===== config.mk =====
export PLATFORM = sky130hd
export DESIGN_NAME = lz77_top
export DESIGN_NICKNAME = d
export VERILOG_FILES = /design/src/hw/lz77_pkg.sv /design/src/hw/lz77_cfg_regs.sv /design/src/hw/lz77_credit_fifo.sv /design/src/hw/lz77_window_buf.sv /design/src/hw/lz77_match_search.sv /design/src/hw/lz77_ctrl.sv /design/src/hw/lz77_top.sv
export VERILOG_INCLUDE_DIRS = /design/src /design/src/hw
export SDC_FILE = /design/constraint.sdc
export NUM_CORES = 2
export LEC_CHECK = 0
export BUFFER_PORTS_ARGS = -buffer_cell sky130_fd_sc_hd__buf_2
export CAP_MARGIN = 15
export CORE_ASPECT_RATIO = 1.75
export CORE_MARGIN = 10
export CORE_UTILIZATION = 55
export DETAILED_ROUTE_END_ITERATION = 6
export PLACE_DENSITY = 0.74
export SYNTH_ARGS = -nofsm -noshare
export SYNTH_HDL_FRONTEND = slang
export SYNTH_HIERARCHICAL = 1
export SYNTH_SLANG_ARGS = --single-unit

===== constraint.sdc =====
create_clock -name clk -period 18.5 [get_ports clk]
set_input_delay 1.85 -clock clk [delete_from_list [all_inputs] [get_ports clk]]
set_output_delay 1.85 -clock clk [all_outputs]
set_load 0.01 [all_outputs]

===== src/hw/lz77_params.svh =====
// -------------------
// lz77 compressor sizes
// window, match lengths and link FIFO depths
// -------------------
`ifndef LZ77_PARAMS_SVH
`define LZ77_PARAMS_SVH

// history and lookahead
`define LZ_WIN_SIZE 32
`define LZ_MAX_LEN 16
`define LZ_MIN_LEN_DEF 3

// credit link depths
`define LZ_IN_DEPTH 4
`define LZ_OUT_DEPTH 4

// widths hold the full range, 0 up to the maximum
`define LZ_LEN_WD ($clog2(`LZ_MAX_LEN + 1))
`define LZ_DST_WD ($clog2(`LZ_WIN_SIZE + 1))

`endif


===== src/hw/lz77_pkg.sv =====
// -------------------
// lz77 shared types
// data byte, length, distance, input beat and output token
// -------------------
`default_nettype none

`include "lz77_params.svh"

package lz77_pkg;

  typedef logic [7:0] byte_t;

  typedef logic [`LZ_LEN_WD-1:0] len_t;

  typedef logic [`LZ_DST_WD-1:0] dst_t;

  // one byte from the input link
  typedef struct packed {
    logic  last;
    byte_t data;
  } in_beat_t;

  // literal when lit is set, else a length/distance pair
  typedef struct packed {
    logic  lit;
    byte_t lit_byte;
    len_t  len;
    dst_t  dst;
    logic  last;
  } token_t;

endpackage

`default_nettype wire


===== src/hw/lz77_cfg_regs.sv =====
// -------------------
// lz77 configuration registers
// min length and max distance, captured at block start
// and clamped to the legal range
// -------------------
`timescale 1ns/1ns
`default_nettype none

`include "lz77_params.svh"

module lz77_cfg_regs (
  input  wire                 clk,
  input  wire                 rstn,
  input  wire                 load_i,
  input  wire lz77_pkg::len_t min_len_i,
  input  wire lz77_pkg::dst_t max_dist_i,
  output lz77_pkg::len_t      min_len_o,
  output lz77_pkg::dst_t      max_dist_o
);

  always_ff @(posedge clk or negedge rstn) begin
    if (!rstn) begin
      min_len_o  <= lz77_pkg::len_t'(`LZ_MIN_LEN_DEF);
      max_dist_o <= lz77_pkg::dst_t'(`LZ_WIN_SIZE);
    end else if (load_i) begin
      // a match shorter than 2 never saves anything
      if (min_len_i < lz77_pkg::len_t'(2)) begin
        min_len_o <= lz77_pkg::len_t'(2);
      end else if (min_len_i > lz77_pkg::len_t'(`LZ_MAX_LEN)) begin
        min_len_o <= lz77_pkg::len_t'(`LZ_MAX_LEN);
      end else begin
        min_len_o <= min_len_i;
      end
      // distance 0 has no meaning, beyond the window there is no history
      if (max_dist_i == '0) begin
        max_dist_o <= lz77_pkg::dst_t'(1);
      end else if (max_dist_i > lz77_pkg::dst_t'(`LZ_WIN_SIZE)) begin
        max_dist_o <= lz77_pkg::dst_t'(`LZ_WIN_SIZE);
      end else begin
        max_dist_o <= max_dist_i;
      end
    end
  end

endmodule

`default_nettype wire


===== src/hw/lz77_credit_fifo.sv =====
// -------------------
// credit based FIFO
// pops the head while it holds a downstream credit,
// every pop hands one credit back upstream
// -------------------
`timescale 1ns/1ns
`default_nettype none

module lz77_credit_fifo #(
  parameter int  DEPTH     = 4,
  parameter type payload_t = logic [7:0]
) (
  input  wire           clk,
  input  wire           rstn,
  input  wire           push_i,
  input  wire payload_t push_data_i,
  input  wire           credit_i,
  output logic          pop_o,
  output payload_t      pop_data_o,
  output logic          credit_o
);

  localparam int PTR_WD = $clog2(DEPTH);
  localparam int CNT_WD = $clog2(DEPTH + 1);
  localparam int CRD_WD = 8;

  payload_t          mem [DEPTH];
  logic [PTR_WD-1:0] wr_ptr_r;
  logic [PTR_WD-1:0] rd_ptr_r;
  logic [CNT_WD-1:0] cnt_r;
  logic [CRD_WD-1:0] crd_r;

  assign pop_o      = (cnt_r != '0) && (crd_r != '0);
  assign pop_data_o = mem[rd_ptr_r];
  assign credit_o   = pop_o;

  always_ff @(posedge clk) begin
    if (push_i) begin
      mem[wr_ptr_r] <= push_data_i;
    end
  end

  // -------------------
  // pointers and counts
  always_ff @(posedge clk or negedge rstn) begin
    if (!rstn) begin
      wr_ptr_r <= '0;
      rd_ptr_r <= '0;
      cnt_r    <= '0;
      crd_r    <= '0;
    end else begin
      if (push_i) begin
        wr_ptr_r <= (wr_ptr_r == PTR_WD'(DEPTH - 1)) ? '0 : wr_ptr_r + 1'b1;
      end
      if (pop_o) begin
        rd_ptr_r <= (rd_ptr_r == PTR_WD'(DEPTH - 1)) ? '0 : rd_ptr_r + 1'b1;
      end
      cnt_r <= cnt_r + CNT_WD'(push_i) - CNT_WD'(pop_o);
      crd_r <= crd_r + CRD_WD'(credit_i) - CRD_WD'(pop_o);
    end
  end

  // sender only pushes on credits it was handed back
  assert property (@(posedge clk) disable iff (!rstn)
    push_i |-> (cnt_r != CNT_WD'(DEPTH)) || pop_o);

  // receiver grants no more credits than it has slots
  assert property (@(posedge clk) disable iff (!rstn)
    credit_i && !pop_o |-> crd_r != '1);

endmodule

`default_nettype wire


===== src/hw/lz77_window_buf.sv =====
// -------------------
// lz77 window and lookahead
// shift registers for history and lookahead, one byte per
// cycle on advance, refilled from the input FIFO by credits
// -------------------
`timescale 1ns/1ns
`default_nettype none

`include "lz77_params.svh"

module lz77_window_buf (
  input  wire                                     clk,
  input  wire                                     rstn,
  input  wire                                     clear_i,
  input  wire                                     fill_req_i,
  input  wire                                     in_pop_i,
  input  wire lz77_pkg::in_beat_t                 in_beat_i,
  output logic                                    in_credit_o,
  input  wire lz77_pkg::len_t                     advance_i,
  output lz77_pkg::byte_t [`LZ_WIN_SIZE-1:0]      win_o,
  output lz77_pkg::byte_t [`LZ_MAX_LEN-1:0]       look_o,
  output lz77_pkg::dst_t                          win_len_o,
  output lz77_pkg::len_t                          look_len_o,
  output logic                                    look_has_last_o,
  output logic                                    fill_done_o
);

  lz77_pkg::len_t adv_cnt_r;
  logic           pend_r;
  logic           shift;
  logic           room;

  assign shift = adv_cnt_r != '0;

  // one byte in flight, the next request can go out as it lands
  always_comb begin
    if (pend_r) begin
      room = in_pop_i && !in_beat_i.last &&
             (look_len_o < lz77_pkg::len_t'(`LZ_MAX_LEN - 1));
    end else begin
      room = look_len_o < lz77_pkg::len_t'(`LZ_MAX_LEN);
    end
  end

  assign in_credit_o = fill_req_i && !shift && !look_has_last_o && room;

  // full lookahead, or everything up to the end of the block
  assign fill_done_o = fill_req_i && !shift && !pend_r && (look_len_o != '0) &&
                       (look_has_last_o || look_len_o == lz77_pkg::len_t'(`LZ_MAX_LEN));

  // -------------------
  // lengths and requests
  always_ff @(posedge clk or negedge rstn) begin
    if (!rstn) begin
      adv_cnt_r       <= '0;
      pend_r          <= 1'b0;
      win_len_o       <= '0;
      look_len_o      <= '0;
      look_has_last_o <= 1'b0;
    end else if (clear_i) begin
      adv_cnt_r       <= '0;
      pend_r          <= 1'b0;
      win_len_o       <= '0;
      look_len_o      <= '0;
      look_has_last_o <= 1'b0;
    end else begin
      if (advance_i != '0) begin
        adv_cnt_r <= advance_i;
      end else if (shift) begin
        adv_cnt_r <= adv_cnt_r - 1'b1;
      end
      if (in_credit_o) begin
        pend_r <= 1'b1;
      end else if (in_pop_i) begin
        pend_r <= 1'b0;
      end
      if (shift) begin
        look_len_o <= look_len_o - 1'b1;
        if (win_len_o != lz77_pkg::dst_t'(`LZ_WIN_SIZE)) begin
          win_len_o <= win_len_o + 1'b1;
        end
      end else if (in_pop_i) begin
        look_len_o <= look_len_o + 1'b1;
        if (in_beat_i.last) begin
          look_has_last_o <= 1'b1;
        end
      end
    end
  end

  // -------------------
  // byte storage
  // win_o[0] is distance 1, look_o[0] is the next byte to code
  always_ff @(posedge clk) begin
    if (shift) begin
      win_o  <= {win_o[`LZ_WIN_SIZE-2:0], look_o[0]};
      look_o <= {lz77_pkg::byte_t'(0), look_o[`LZ_MAX_LEN-1:1]};
    end else if (in_pop_i) begin
      look_o[look_len_o] <= in_beat_i.data;
    end
  end

  // the FIFO only pops against a credit we sent
  assert property (@(posedge clk) disable iff (!rstn) in_pop_i |-> pend_r);

endmodule

`default_nettype wire


===== src/hw/lz77_match_search.sv =====
// -------------------
// lz77 match search
// narrows one flag per distance a byte per cycle, keeps the
// nearest survivor, then pushes a literal or a match token
// -------------------
`timescale 1ns/1ns
`default_nettype none

`include "lz77_params.svh"

module lz77_match_search (
  input  wire                                     clk,
  input  wire                                     rstn,
  input  wire                                     start_i,
  input  wire lz77_pkg::byte_t [`LZ_WIN_SIZE-1:0] win_i,
  input  wire lz77_pkg::byte_t [`LZ_MAX_LEN-1:0]  look_i,
  input  wire lz77_pkg::dst_t                     win_len_i,
  input  wire lz77_pkg::len_t                     look_len_i,
  input  wire                                     look_has_last_i,
  input  wire lz77_pkg::len_t                     min_len_i,
  input  wire lz77_pkg::dst_t                     max_dist_i,
  output logic                                    push_o,
  output lz77_pkg::token_t                        tok_o,
  output lz77_pkg::len_t                          advance_o,
  output logic                                    busy_o
);

  typedef enum logic [1:0] {
    SR_IDLE,
    SR_STEP,
    SR_PUSH
  } state_t;

  state_t                  state_r;
  logic [`LZ_WIN_SIZE-1:0] flags_r;
  logic [`LZ_WIN_SIZE-1:0] flags_init;
  logic [`LZ_WIN_SIZE-1:0] flags_nxt;
  lz77_pkg::len_t          step_r;
  lz77_pkg::len_t          best_len_r;
  lz77_pkg::dst_t          best_dst_r;
  lz77_pkg::len_t          adv;
  logic                    is_lit;
  logic                    stop;

  // lowest set flag is the nearest distance
  function automatic lz77_pkg::dst_t nearest_dst(input logic [`LZ_WIN_SIZE-1:0] flags);
    lz77_pkg::dst_t dst;
    dst = '0;
    for (int i = `LZ_WIN_SIZE - 1; i >= 0; i--) begin
      if (flags[i]) begin
        dst = lz77_pkg::dst_t'(i + 1);
      end
    end
    return dst;
  endfunction

  // -------------------
  // flag narrowing
  // flag d-1 stands for distance d, step k compares look[k] with win[d-1-k]
  always_comb begin
    for (int d = 1; d <= `LZ_WIN_SIZE; d++) begin
      flags_init[d-1] = (d <= int'(win_len_i)) && (d <= int'(max_dist_i));
      flags_nxt[d-1]  = 1'b0;
      // k >= d would reach into the lookahead itself
      if (int'(step_r) < d) begin
        flags_nxt[d-1] = flags_r[d-1] && (look_i[step_r] == win_i[d - 1 - int'(step_r)]);
      end
    end
  end

  assign stop = (flags_nxt == '0) || (step_r + 1'b1 >= look_len_i);

  always_ff @(posedge clk or negedge rstn) begin
    if (!rstn) begin
      state_r <= SR_IDLE;
    end else begin
      case (state_r)
        SR_IDLE: if (start_i) state_r <= SR_STEP;
        SR_STEP: if (stop) state_r <= SR_PUSH;
        default: state_r <= SR_IDLE;
      endcase
    end
  end

  always_ff @(posedge clk) begin
    if (state_r == SR_IDLE && start_i) begin
      flags_r    <= flags_init;
      step_r     <= '0;
      best_len_r <= '0;
      best_dst_r <= '0;
    end else if (state_r == SR_STEP) begin
      flags_r <= flags_nxt;
      step_r  <= step_r + 1'b1;
      if (flags_nxt != '0) begin
        best_len_r <= step_r + 1'b1;
        best_dst_r <= nearest_dst(flags_nxt);
      end
    end
  end

  // -------------------
  // token
  assign is_lit    = best_len_r < min_len_i;
  assign adv       = is_lit ? lz77_pkg::len_t'(1) : best_len_r;
  assign push_o    = state_r == SR_PUSH;
  assign busy_o    = state_r != SR_IDLE;
  assign advance_o = push_o ? adv : '0;

  always_comb begin
    tok_o.lit      = is_lit;
    tok_o.lit_byte = look_i[0];
    tok_o.len      = adv;
    tok_o.dst      = is_lit ? '0 : best_dst_r;
    tok_o.last     = look_has_last_i && (adv == look_len_i);
  end

  assert property (@(posedge clk) disable iff (!rstn)
    push_o && !tok_o.lit |-> tok_o.dst != '0);

endmodule

`default_nettype wire


===== src/hw/lz77_ctrl.sv =====
// -------------------
// lz77 block control
// sequences fill and search per token and keeps the
// output credit count
// -------------------
`timescale 1ns/1ns
`default_nettype none

`include "lz77_params.svh"

module lz77_ctrl (
  input  wire  clk,
  input  wire  rstn,
  input  wire  start_i,
  input  wire  out_credit_i,
  input  wire  push_i,
  input  wire  tok_last_i,
  input  wire  fill_done_i,
  input  wire  search_busy_i,
  output logic idle_o,
  output logic clear_o,
  output logic fill_req_o,
  output logic search_start_o,
  output logic done_o
);

  typedef enum logic [1:0] {
    ST_IDLE,
    ST_FILL,
    ST_SEARCH,
    ST_WAIT_CREDIT
  } state_t;

  localparam int CRD_WD = $clog2(`LZ_OUT_DEPTH + 1);

  state_t            state_r;
  state_t            state_nxt;
  logic [CRD_WD-1:0] crd_r;
  logic              has_crd;
  logic              blk_end;

  assign has_crd    = crd_r != '0;
  assign idle_o     = state_r == ST_IDLE;
  assign clear_o    = idle_o && start_i;
  assign fill_req_o = state_r == ST_FILL;

  // last token leaving the output FIFO ends the block
  assign blk_end = !idle_o && out_credit_i && tok_last_i;

  // -------------------
  // fsm
  always_comb begin
    state_nxt      = state_r;
    search_start_o = 1'b0;
    case (state_r)
      ST_IDLE: begin
        if (start_i) state_nxt = ST_FILL;
      end
      ST_FILL: begin
        if (fill_done_i && !search_busy_i) begin
          search_start_o = has_crd;
          state_nxt      = has_crd ? ST_SEARCH : ST_WAIT_CREDIT;
        end
      end
      ST_WAIT_CREDIT: begin
        search_start_o = has_crd;
        if (has_crd) state_nxt = ST_SEARCH;
      end
      ST_SEARCH: begin
        if (push_i) state_nxt = ST_FILL;
      end
      default: state_nxt = ST_IDLE;
    endcase
    if (blk_end) state_nxt = ST_IDLE;
  end

  always_ff @(posedge clk or negedge rstn) begin
    if (!rstn) begin
      state_r <= ST_IDLE;
      crd_r   <= CRD_WD'(`LZ_OUT_DEPTH);
      done_o  <= 1'b0;
    end else begin
      state_r <= state_nxt;
      crd_r   <= crd_r + CRD_WD'(out_credit_i) - CRD_WD'(push_i);
      done_o  <= blk_end;
    end
  end

  // search only pushes inside SEARCH, on a credit reserved at its start
  assert property (@(posedge clk) disable iff (!rstn)
    push_i |-> state_r == ST_SEARCH && has_crd);

endmodule

`default_nettype wire


===== src/hw/lz77_top.sv =====
// -------------------
// lz77 compressor top
// credit links on input bytes and output tokens
// -------------------
`timescale 1ns/1ns
`default_nettype none

`include "lz77_params.svh"

module lz77_top (
  input  wire                   clk,
  input  wire                   rstn,
  input  wire                   start_i,
  input  wire lz77_pkg::len_t   cfg_min_len_i,
  input  wire lz77_pkg::dst_t   cfg_max_dist_i,
  input  wire                   in_valid_i,
  input  wire lz77_pkg::byte_t  in_data_i,
  input  wire                   in_last_i,
  output wire                   in_credit_o,
  input  wire                   tok_credit_i,
  output wire                   tok_valid_o,
  output wire lz77_pkg::token_t tok_o,
  output wire                   done_o
);

  lz77_pkg::len_t                    cfg_min_len;
  lz77_pkg::dst_t                    cfg_max_dist;
  logic                              cfg_load;
  logic                              ctrl_idle;
  logic                              win_clear;
  logic                              fill_req;
  logic                              fill_done;
  logic                              search_start;
  logic                              search_busy;
  logic                              in_pop;
  lz77_pkg::in_beat_t                in_beat;
  logic                              win_credit;
  lz77_pkg::byte_t [`LZ_WIN_SIZE-1:0] win;
  lz77_pkg::byte_t [`LZ_MAX_LEN-1:0]  look;
  lz77_pkg::dst_t                    win_len;
  lz77_pkg::len_t                    look_len;
  logic                              look_has_last;
  logic                              tok_push;
  lz77_pkg::token_t                  tok_push_data;
  lz77_pkg::len_t                    advance;
  logic                              out_credit;

  assign cfg_load = start_i & ctrl_idle;

  lz77_cfg_regs u_cfg (
    .clk(clk), .rstn(rstn), .load_i(cfg_load),
    .min_len_i(cfg_min_len_i), .max_dist_i(cfg_max_dist_i),
    .min_len_o(cfg_min_len), .max_dist_o(cfg_max_dist)
  );

  lz77_credit_fifo #(.DEPTH(`LZ_IN_DEPTH), .payload_t(lz77_pkg::in_beat_t)) u_in_fifo (
    .clk(clk), .rstn(rstn),
    .push_i(in_valid_i), .push_data_i({in_last_i, in_data_i}),
    .credit_i(win_credit), .pop_o(in_pop), .pop_data_o(in_beat),
    .credit_o(in_credit_o)
  );

  lz77_window_buf u_window (
    .clk(clk), .rstn(rstn), .clear_i(win_clear), .fill_req_i(fill_req),
    .in_pop_i(in_pop), .in_beat_i(in_beat), .in_credit_o(win_credit),
    .advance_i(advance), .win_o(win), .look_o(look),
    .win_len_o(win_len), .look_len_o(look_len),
    .look_has_last_o(look_has_last), .fill_done_o(fill_done)
  );

  lz77_match_search u_search (
    .clk(clk), .rstn(rstn), .start_i(search_start),
    .win_i(win), .look_i(look), .win_len_i(win_len), .look_len_i(look_len),
    .look_has_last_i(look_has_last),
    .min_len_i(cfg_min_len), .max_dist_i(cfg_max_dist),
    .push_o(tok_push), .tok_o(tok_push_data), .advance_o(advance),
    .busy_o(search_busy)
  );

  lz77_credit_fifo #(.DEPTH(`LZ_OUT_DEPTH), .payload_t(lz77_pkg::token_t)) u_out_fifo (
    .clk(clk), .rstn(rstn),
    .push_i(tok_push), .push_data_i(tok_push_data),
    .credit_i(tok_credit_i), .pop_o(tok_valid_o), .pop_data_o(tok_o),
    .credit_o(out_credit)
  );

  lz77_ctrl u_ctrl (
    .clk(clk), .rstn(rstn), .start_i(start_i),
    .out_credit_i(out_credit), .push_i(tok_push), .tok_last_i(tok_o.last),
    .fill_done_i(fill_done), .search_busy_i(search_busy),
    .idle_o(ctrl_idle), .clear_o(win_clear), .fill_req_o(fill_req),
    .search_start_o(search_start), .done_o(done_o)
  );

endmodule

`default_nettype wire


# --- Word level (Yosys, flattened, before mapping) ---
# Memory sizes are Yosys's and may differ from the RTL's.
# Cells that the tools add are included.
# Widths: inputs -> output; s select.
word_totals:
  register_bits: 499
  ramBits: 120
  input_bits: 25
  out_inout_bits: 24
  word_cells: 642
  memories: 2
op_classes:
  n_addsub: 51
  magnitude_cmp: 137
  eq_ne: 51
  n_mux: 212
  bitwise_logic: 1
  n_reduce_logical: 117
mem_list:
  columns: ["memory", "depth", "word_bits", "read_ports", "rd_ports_with_merged_regs", "wr", "line_no", "text"]
  rows:
  - ["u_out_fifo.mem", 4, 21, 1, 0, 1, "lz77_credit_fifo.sv:27", "payload_t mem [DEPTH];"]
  - ["u_in_fifo.mem", 4, 9, 1, 0, 1, "lz77_credit_fifo.sv:27", null]
op_table:
  columns: ["operator", "n"]
  rows:
  - ["$bmux 8 s5", 32]
  - ["$lt 32x7->1 const B", 32]
  - ["$mux 8", 66]
  - ["$eq 8x8->1", 32]
  - ["$mux 120", 2]
  - ["$mux 6", 38]
  - ["$le 5x6->1 const A", 32]
  - ["$bwmux 128", 1]
  - ["$le 4x6->1 const A", 16]
  - ["$sub 5x5->6 const A", 16]
  - ["$lt 5x5->1 const B", 19]
  - ["$logic_and 1x1->1", 81]
  - ["$mux 32", 2]
  - ["$mux 5", 10]
  - ["$le 3x6->1 const A", 8]
  - ["$sub 4x5->6 const A", 8]
  - ["$lt 5x4->1 const B", 9]
  - ["$mux 1", 45]
  - ["$bmux 8 s4", 1]
  - ["$demux 8 s4", 1]
  - ["$logic_not 32->1", 1]
  - ["$reduce_bool 32->1", 1]
  - ["$le 2x6->1 const A", 4]
  - ["$sub 3x5->6 const A", 4]
  - ["other kinds (44)", 108]

# --- Depth between registers and ports, before layout ---
depth:
  word_depth: 38
  ltp_mapped: 28
  depth_no_buf: 16

# --- Hierarchy ---
# The synthesis kept the hierarchy.
modules_own_cells:
  columns: ["mod", "instances", "cells_per_inst", "area_per_inst_um2"]
  rows:
  - ["lz77_match_search", 1, 3570, 32459.9]
  - ["lz77_window_buf", 1, 845, 14179.8]
  - ["lz77_credit_fifo at u_out_fifo", 1, 201, 4025.1]
  - ["lz77_credit_fifo at u_in_fifo", 1, 138, 2264.7]
  - ["lz77_cfg_regs", 1, 44, 498.0]
  - ["lz77_ctrl", 1, 31, 321.6]
  - ["lz77_top", 1, 1, 6.3]

# --- Least setup slack after synthesis ---
# No wires, ideal clock.
synth_path:
  kind: "register to register"
  from: "register u_window.adv_cnt_r[0]"
  to: "register u_window/win_o[0] (netlist bit), enable pin"
  setup_ns: 0.723
  t_arrival_ns: 8.234
  required_time_ns: 17.777
  slack_ns: 9.543
  path_stages_with_launch: 8
  n_path_buf: 3
  synth_period_minus_slack_ns: 8.957
  path_cell_list: "dfrtp_1 -> inv_1 -> ha_1 -> nor4b_4 -> buf_6 -> inv_2 -> buf_6 -> clkbuf_1"
synth_between:
  elab_chain_len: 1
synth_rtl:
  columns: ["item", "line_no", "text"]
  rows:
  - ["start: declaration", "lz77_window_buf.sv:28", "lz77_pkg::len_t adv_cnt_r;"]
  - ["start signal: assignment", "lz77_window_buf.sv:68", "adv_cnt_r <= advance_i;"]
  - ["start signal: assignment", "lz77_window_buf.sv:70", "adv_cnt_r <= adv_cnt_r - 1'b1;"]
  - ["$reduce_bool 5->1", "lz77_window_buf.sv:33", "assign shift = adv_cnt_r != '0;"]
  - ["named net u_window.shift", "lz77_window_buf.sv:30", "logic shift;"]
  - ["end signal: assignment", "lz77_window_buf.sv:96", "win_o <= {win_o[`LZ_WIN_SIZE-2:0], look_o[0]};"]
  - ["end: declaration", "lz77_window_buf.sv:20", "output lz77_pkg::byte_t [`LZ_WIN_SIZE-1:0] win_o,"]
# The timed path passes the listed nets, and every way through them passes these cells.
# A chain may end at the register's enable or synchronous reset.

# --- Final worst setup path ---
layout_path:
  from: "register u_search.step_r[2]"
  to: "register u_search.best_dst_r[1]"
layout_between:
  elab_chain_len: 38
  elab_cells_between_ends: 289
  classes_between: "add/sub (32); order compare (31); eq/ne (32); mux (160); reduce/logical (34)"
layout_rtl:
  columns: ["item", "line_no", "text"]
  rows:
  - ["start: declaration", "lz77_match_search.sv:38", "lz77_pkg::len_t step_r;"]
  - ["start signal: assignment", "lz77_match_search.sv:93", "step_r <= step_r + 1'b1;"]
  - ["$sub 5x5->6", "lz77_match_search.sv:66", "flags_nxt[d-1] = flags_r[d-1] && (look_i[step_r] == win_i[d - 1 - int'(step_r)]);"]
  - ["$bmux 8 s5", "lz77_match_search.sv:66", null]
  - ["$mux 8 (implied by the code) (2 in a row)", "lz77_match_search.sv:66", null]
  - ["$eq 8x8->1", "lz77_match_search.sv:66", null]
  - ["$logic_and 1x1->1", "lz77_match_search.sv:66", null]
  - ["$mux 1", "lz77_match_search.sv:65", "if (int'(step_r) < d) begin"]
  - ["$mux 6 (31 in a row)", "lz77_match_search.sv:50", "if (flags[i]) begin"]
  - ["end signal: assignment", "lz77_match_search.sv:96", "best_dst_r <= nearest_dst(flags_nxt);"]
  - ["end: declaration", "lz77_match_search.sv:40", "lz77_pkg::dst_t best_dst_r;"]
# Parallel ways exist; a longest one is shown, timed or not. The select of a mux whose other input is x is not followed.

==> metrics.txt <==
# TYPE chip_impl_metric gauge
chip_impl_metric{name="power_frac_clock",unit="%"} 13.7
chip_impl_metric{name="report.final.hold_viol_count",unit=""} 0
chip_impl_info{name="mostFrequentLayoutCells",value="sky130_fd_sc_hd__edfxtp_1 (528), sky130_fd_sc_hd__mux2i_1 (472), sky130_fd_sc_hd__mux4_2 (453), sky130_fd_sc_hd__nand2_1 (362), sky130_fd_sc_hd__o21ai_0 (315)"} 1
chip_impl_info{name="rr_startpoint",value="u_search/step_r[2]$_SDFFE_PP0P_"} 1
chip_impl_info{name="mostFrequentLayoutCell",value="sky130_fd_sc_hd__edfxtp_1"} 1
chip_impl_metric{name="clock_latency",unit="ns"} 0.72
chip_impl_metric{name="floorplan.die_area",unit="mm^2"} 0.111
chip_impl_metric{name="worst-slew-pin-transition",unit="ns"} 1.29
chip_impl_info{name="worst_setup_path_end_kind",value="flop"} 1
chip_impl_metric{name="detail_route.first_pass.iterations",unit=""} 7
chip_impl_metric{name="power.internal",unit="uW"} 4740
chip_impl_metric{name="post-cts-setup-buffer-count",unit=""} 0
chip_impl_metric{name="clk_path_buf_depth",unit=""} 3
chip_impl_metric{name="cts_num_sinks",unit=""} 619
chip_impl_info{name="critical_path.most_common_cell",value="sky130_fd_sc_hd__xnor2_1"} 1
chip_impl_metric{name="timing.final.setup_violations",unit=""} 0
chip_impl_info{name="synth-main-ff-cell",value="sky130_fd_sc_hd__edfxtp_1"} 1
chip_impl_metric{name="detailroute.via_count",unit=""} 47601
chip_impl_metric{name="max_stage_delay",unit="ns"} 1.08
chip_impl_metric{name="detail-route-antenna-nets",unit=""} 0
chip_impl_metric{name="post_synth.cell_area_avg",unit="um^2"} 11.1
chip_impl_metric{name="worst_case_setup_margin_in_the_final_layout",unit="ns"} 11.15
chip_impl_metric{name="hold_slack",unit="ns"} 0.492
chip_impl_metric{name="fill_cells",unit=""} 7973
chip_impl_metric{name="post_synth_instance_area",unit="mm^2"} 0.0538
chip_impl_info{name="cts_tree",value="yes"} 1
chip_impl_metric{name="post-route-drc-count",unit=""} 0
chip_impl_metric{name="synthesis.nets",unit=""} 4936
chip_impl_metric{name="post_drt_wl_per_cell",unit="um"} 42.0
chip_impl_metric{name="ios",unit=""} 49
chip_impl_metric{name="synth.ff_latch_count",unit=""} 619
chip_impl_metric{name="fmax",unit="MHz"} 136
chip_impl_metric{name="tritoncts.num_buffers",unit=""} 58
chip_impl_metric{name="design_power_total",unit="uW"} 9260
chip_impl_metric{name="pin_count_of_the_biggest_net_entering_global_routing",unit=""} 140
chip_impl_info{name="slowest_stage",value="sky130_fd_sc_hd__a2111oi_0"} 1
chip_impl_metric{name="maxSlewViolCount",unit=""} 0
chip_impl_metric{name="place_ws",unit="ns"} 11.48
chip_impl_metric{name="switching_power",unit="uW"} 4520
chip_impl_metric{name="cts_hold_repair.buffers",unit=""} 0
chip_impl_metric{name="hold_path_depth",unit=""} 2
chip_impl_info{name="ctsRootBufferMaster",value="sky130_fd_sc_hd__clkbuf_16"} 1
chip_impl_metric{name="initial_core_utilization",unit="%"} 55.5
chip_impl_info{name="timing.hold.worst.class",value="flop to flop"} 1
chip_impl_metric{name="timing.final.crit_period",unit="ns"} 7.35
chip_impl_metric{name="synth-warning-count",unit=""} 6
chip_impl_metric{name="setup-tns-final",unit="ns"} 0
chip_impl_metric{name="met3_wirelength",unit="mm"} 28.5
chip_impl_metric{name="synth_cell_type_count",unit=""} 109
chip_impl_metric{name="gr-usage-all-layers",unit="%"} 45.6
chip_impl_metric{name="yosysSeqAreaShare",unit="%"} 33.5
chip_impl_metric{name="gpl.final_weighted_congestion",unit=""} 1.18
chip_impl_metric{name="area_growth",unit="%"} 6.41
chip_impl_metric{name="power_per_cell_area",unit="mW/mm^2"} 162
chip_impl_metric{name="grt_pass1_vias",unit=""} 46675
chip_impl_metric{name="antenna_found_initial",unit=""} 30
chip_impl_metric{name="chipHeight",unit="um"} 434
chip_impl_metric{name="netSwitchingFraction",unit="%"} 48.8
chip_impl_metric{name="met2RoutedLength",unit="mm"} 120
chip_impl_info{name="highest_layer",value="met5"} 1
chip_impl_metric{name="critPathArrivalTime",unit="ns"} 7.92
chip_impl_metric{name="fin_cells",unit=""} 6074
chip_impl_metric{name="synthCells",unit=""} 4830
chip_impl_metric{name="synth_async_sr_flop_share",unit="%"} 10.8
chip_impl_info{name="crit_type",value="flop to flop"} 1
chip_impl_metric{name="die_w",unit="um"} 256
chip_impl_metric{name="worst_ir_drop_vdd",unit="mV"} 0.226
chip_impl_metric{name="layout_worst_path_cycle_share",unit="%"} 39.7
chip_impl_info{name="grt_setup_unrepaired",value="no"} 1
chip_impl_metric{name="grt_pass1_wl",unit="mm"} 359
chip_impl_metric{name="p_seq_share",unit="%"} 32.1
chip_impl_info{name="setup.worst_path.start",value="u_search/step_r[2]$_SDFFE_PP0P_"} 1
chip_impl_metric{name="fp.coreArea",unit="mm^2"} 0.0969
chip_impl_metric{name="place.detailed.instances",unit=""} 5933
chip_impl_metric{name="cts_htree_levels",unit=""} 2
chip_impl_metric{name="num-nets-final",unit=""} 4808
chip_impl_metric{name="worst_ep_required_time",unit="ns"} 19.07
chip_impl_info{name="yosys-top-cells-area",value="sky130_fd_sc_hd__edfxtp_1 (29%), sky130_fd_sc_hd__mux4_2 (19%), sky130_fd_sc_hd__mux2i_1 (8.8%), sky130_fd_sc_hd__mux2_2 (4.0%), sky130_fd_sc_hd__xnor2_1 (4.0%)"} 1
chip_impl_metric{name="dr_vias_cell",unit=""} 7.84
chip_impl_info{name="synth_area_leader_cell",value="sky130_fd_sc_hd__edfxtp_1"} 1
chip_impl_info{name="startpoint_type",value="flop"} 1
chip_impl_metric{name="wl_met1",unit="mm"} 73.4
chip_impl_metric{name="max_slew_margin",unit="%"} 11.6
chip_impl_metric{name="dp_hpwl",unit="mm"} 188
chip_impl_info{name="holdCritStartpoint",value="u_search/best_dst_r[4]$_SDFFE_PP0P_"} 1
chip_impl_metric{name="rr_worst_depth",unit=""} 14
chip_impl_metric{name="number_of_enable_type_register_cells_in_the_synthesized_netlist",unit=""} 528
chip_impl_metric{name="placement_rows",unit=""} 151
chip_impl_metric{name="timing.clock.skew",unit="ns"} 0.0396
chip_impl_metric{name="crit_path_max_fanout",unit=""} 53
chip_impl_metric{name="synthDominantCellAreaShare",unit="%"} 29.5
chip_impl_metric{name="leakage",unit="uW"} 0.0201
chip_impl_metric{name="initialDrtViolationCount",unit=""} 7031
chip_impl_info{name="cell_breakdown_of_the_critical_path",value="buf_4 > ha_1 > nor2b_1 > xnor2_1 > a31oi_2 > nor3_1 > a2111oi_0 > xnor2_1 > nor4_1 > a41oi_1 > and3b_1 > nand4b_4 > o21ai_4 > a311o_1"} 1
chip_impl_metric{name="post_cts.resized_instances",unit=""} 0
chip_impl_metric{name="cts.clk_slew.worst_paths",unit="ns"} 0.07
chip_impl_info{name="status",value="finished, final reports clean"} 1
chip_impl_metric{name="grt_overflow_total",unit=""} 0
chip_impl_metric{name="maxCapViolations",unit=""} 0
chip_impl_metric{name="post_route_cells_drive_above_1_share",unit="%"} 22.3
chip_impl_metric{name="finalWirelength",unit="mm"} 255
chip_impl_metric{name="place.port_buffers",unit=""} 48
chip_impl_metric{name="comb_power_share",unit="%"} 54.3
-- synthesized netlist by cell type, drive strengths merged (34+ instances only) --
cell and count:
clkbuf 157, o21ai 334, ha 76, or3 35, nor3 207, dfrtp 63, o22ai 49, inv 106
mux2 197, edfxtp 528, nand4 53, xnor2 246, nand2b 34, mux2i 475, nand3 218, nor4 50
mux4 470, nor2b 38, nor2 156, nand2 362, and3 34, a21oi 192, buf 242
-- area by class of cell --
| class | instances | area, um^2 | share of cell area, % |
|---|---|---|---|
| multi-input cells | 3702 | 33600 | 58.7 |
| flip-flops and latches | 619 | 18000 | 31.5 |
| well taps | 1300 | 1630 | 2.84 |
| repair buffers | 211 | 1510 | 2.64 |
| clock buffers | 61 | 1460 | 2.56 |
| clock inverters | 47 | 503 | 0.879 |
| inverters | 110 | 425 | 0.744 |
| diodes | 24 | 60.1 | 0.105 |
-- metrics by stage --
| stage | cell area [um^2] | util [%] |
|---|---|---|
| floorplan | 53800 | - |
| global placement | 55000 | 56.8 |
| detailed placement | 55000 | 56.8 |
| CTS | 57000 | 58.8 |
| global route | 57100 | 59.0 |
| finish | 57200 | 59.0 |
-- power groups by stage --
stage | Clock (uW) | Sequential (uW) | Combinational [uW]
2_1_floorplan | 0 | 2600 | 3020
3_3_place_gp | 0 | 2900 | 4610
3_5_place_dp | 0 | 2930 | 4630
4_1_cts | 1270 | 2910 | 4660
5_1_grt | 1320 | 3000 | 5120
6_report | 1260 | 2970 | 5020
-- cells by family (layout without fill, tap and decap cells) --
family | Yosys count | after routing | share of synthesized area, %
compound gates | 895 | 895 | 10.4
flops | 619 | 619 | 33.5
simple gates | 1305 | 1305 | 12.2
fa+ha+maj | 81 | 81 | 1.96
buf+inv | 509 | 429 | 4.57
xor+xnor | 279 | 279 | 4.55
other cells | 0 | 24 | 0
mux | 1142 | 1142 | 32.8
-- metal layers --
| metal | track usage, % | vias up |
|---|---|---|
| li1 | - | 18792 |
| met1 | 44.1 | 23343 |
| met2 | 73.7 | 4019 |
| met3 | 15.4 | 1443 |
| met4 | 48.0 | 4 |
| met5 | 0.173 | - |
-- final timing paths --
check / endpoint / slack [ns]
min in group asynchronous: u_cfg/max_dist_o[0]$_DFFE_PN0P_ / 1.26
hold / removal: u_search/best_dst_r[4]$_SDFFE_PP0P_ / 0.49
setup / recovery: u_search/best_dst_r[1]$_SDFFE_PP0P_ / 11.15
setup reg to reg: u_search/best_dst_r[1]$_SDFFE_PP0P_ / 11.15
hold reg to reg: u_search/best_dst_r[4]$_SDFFE_PP0P_ / 0.49
max in group asynchronous: u_window/look_len_o[2]$_DFFE_PN0P_ / 16.63
-- registers in the layout (all words and copies together), names as in the netlist, 5 cells and up --
| name | cells |
|---|---|
| u_search/step_r | 5 |
| u_window/look_len_o | 5 |
| u_out_fifo/mem | 84 |
| u_cfg/min_len_o | 5 |
| u_out_fifo/crd_r | 8 |
| u_window/look_o | 128 |
| u_search/best_len_r | 5 |
| u_search/best_dst_r | 6 |
| u_search/flags_r | 32 |
| u_window/win_o | 256 |
| u_cfg/max_dist_o | 6 |
| u_in_fifo/crd_r | 8 |
| u_window/win_len_o | 6 |
| u_window/adv_cnt_r | 5 |
| u_in_fifo/mem | 36 |
-- worst max-delay path: cells and delay by family (launching register included) --
kind            cells  cell delay, ns
compound gates      5            2.91
fa+ha+maj           1            0.89
buf+inv             1            0.71
flops               1            0.79
xor+xnor            2            0.50
simple gates        5            1.33
Power figures use the tool's default switching activity.
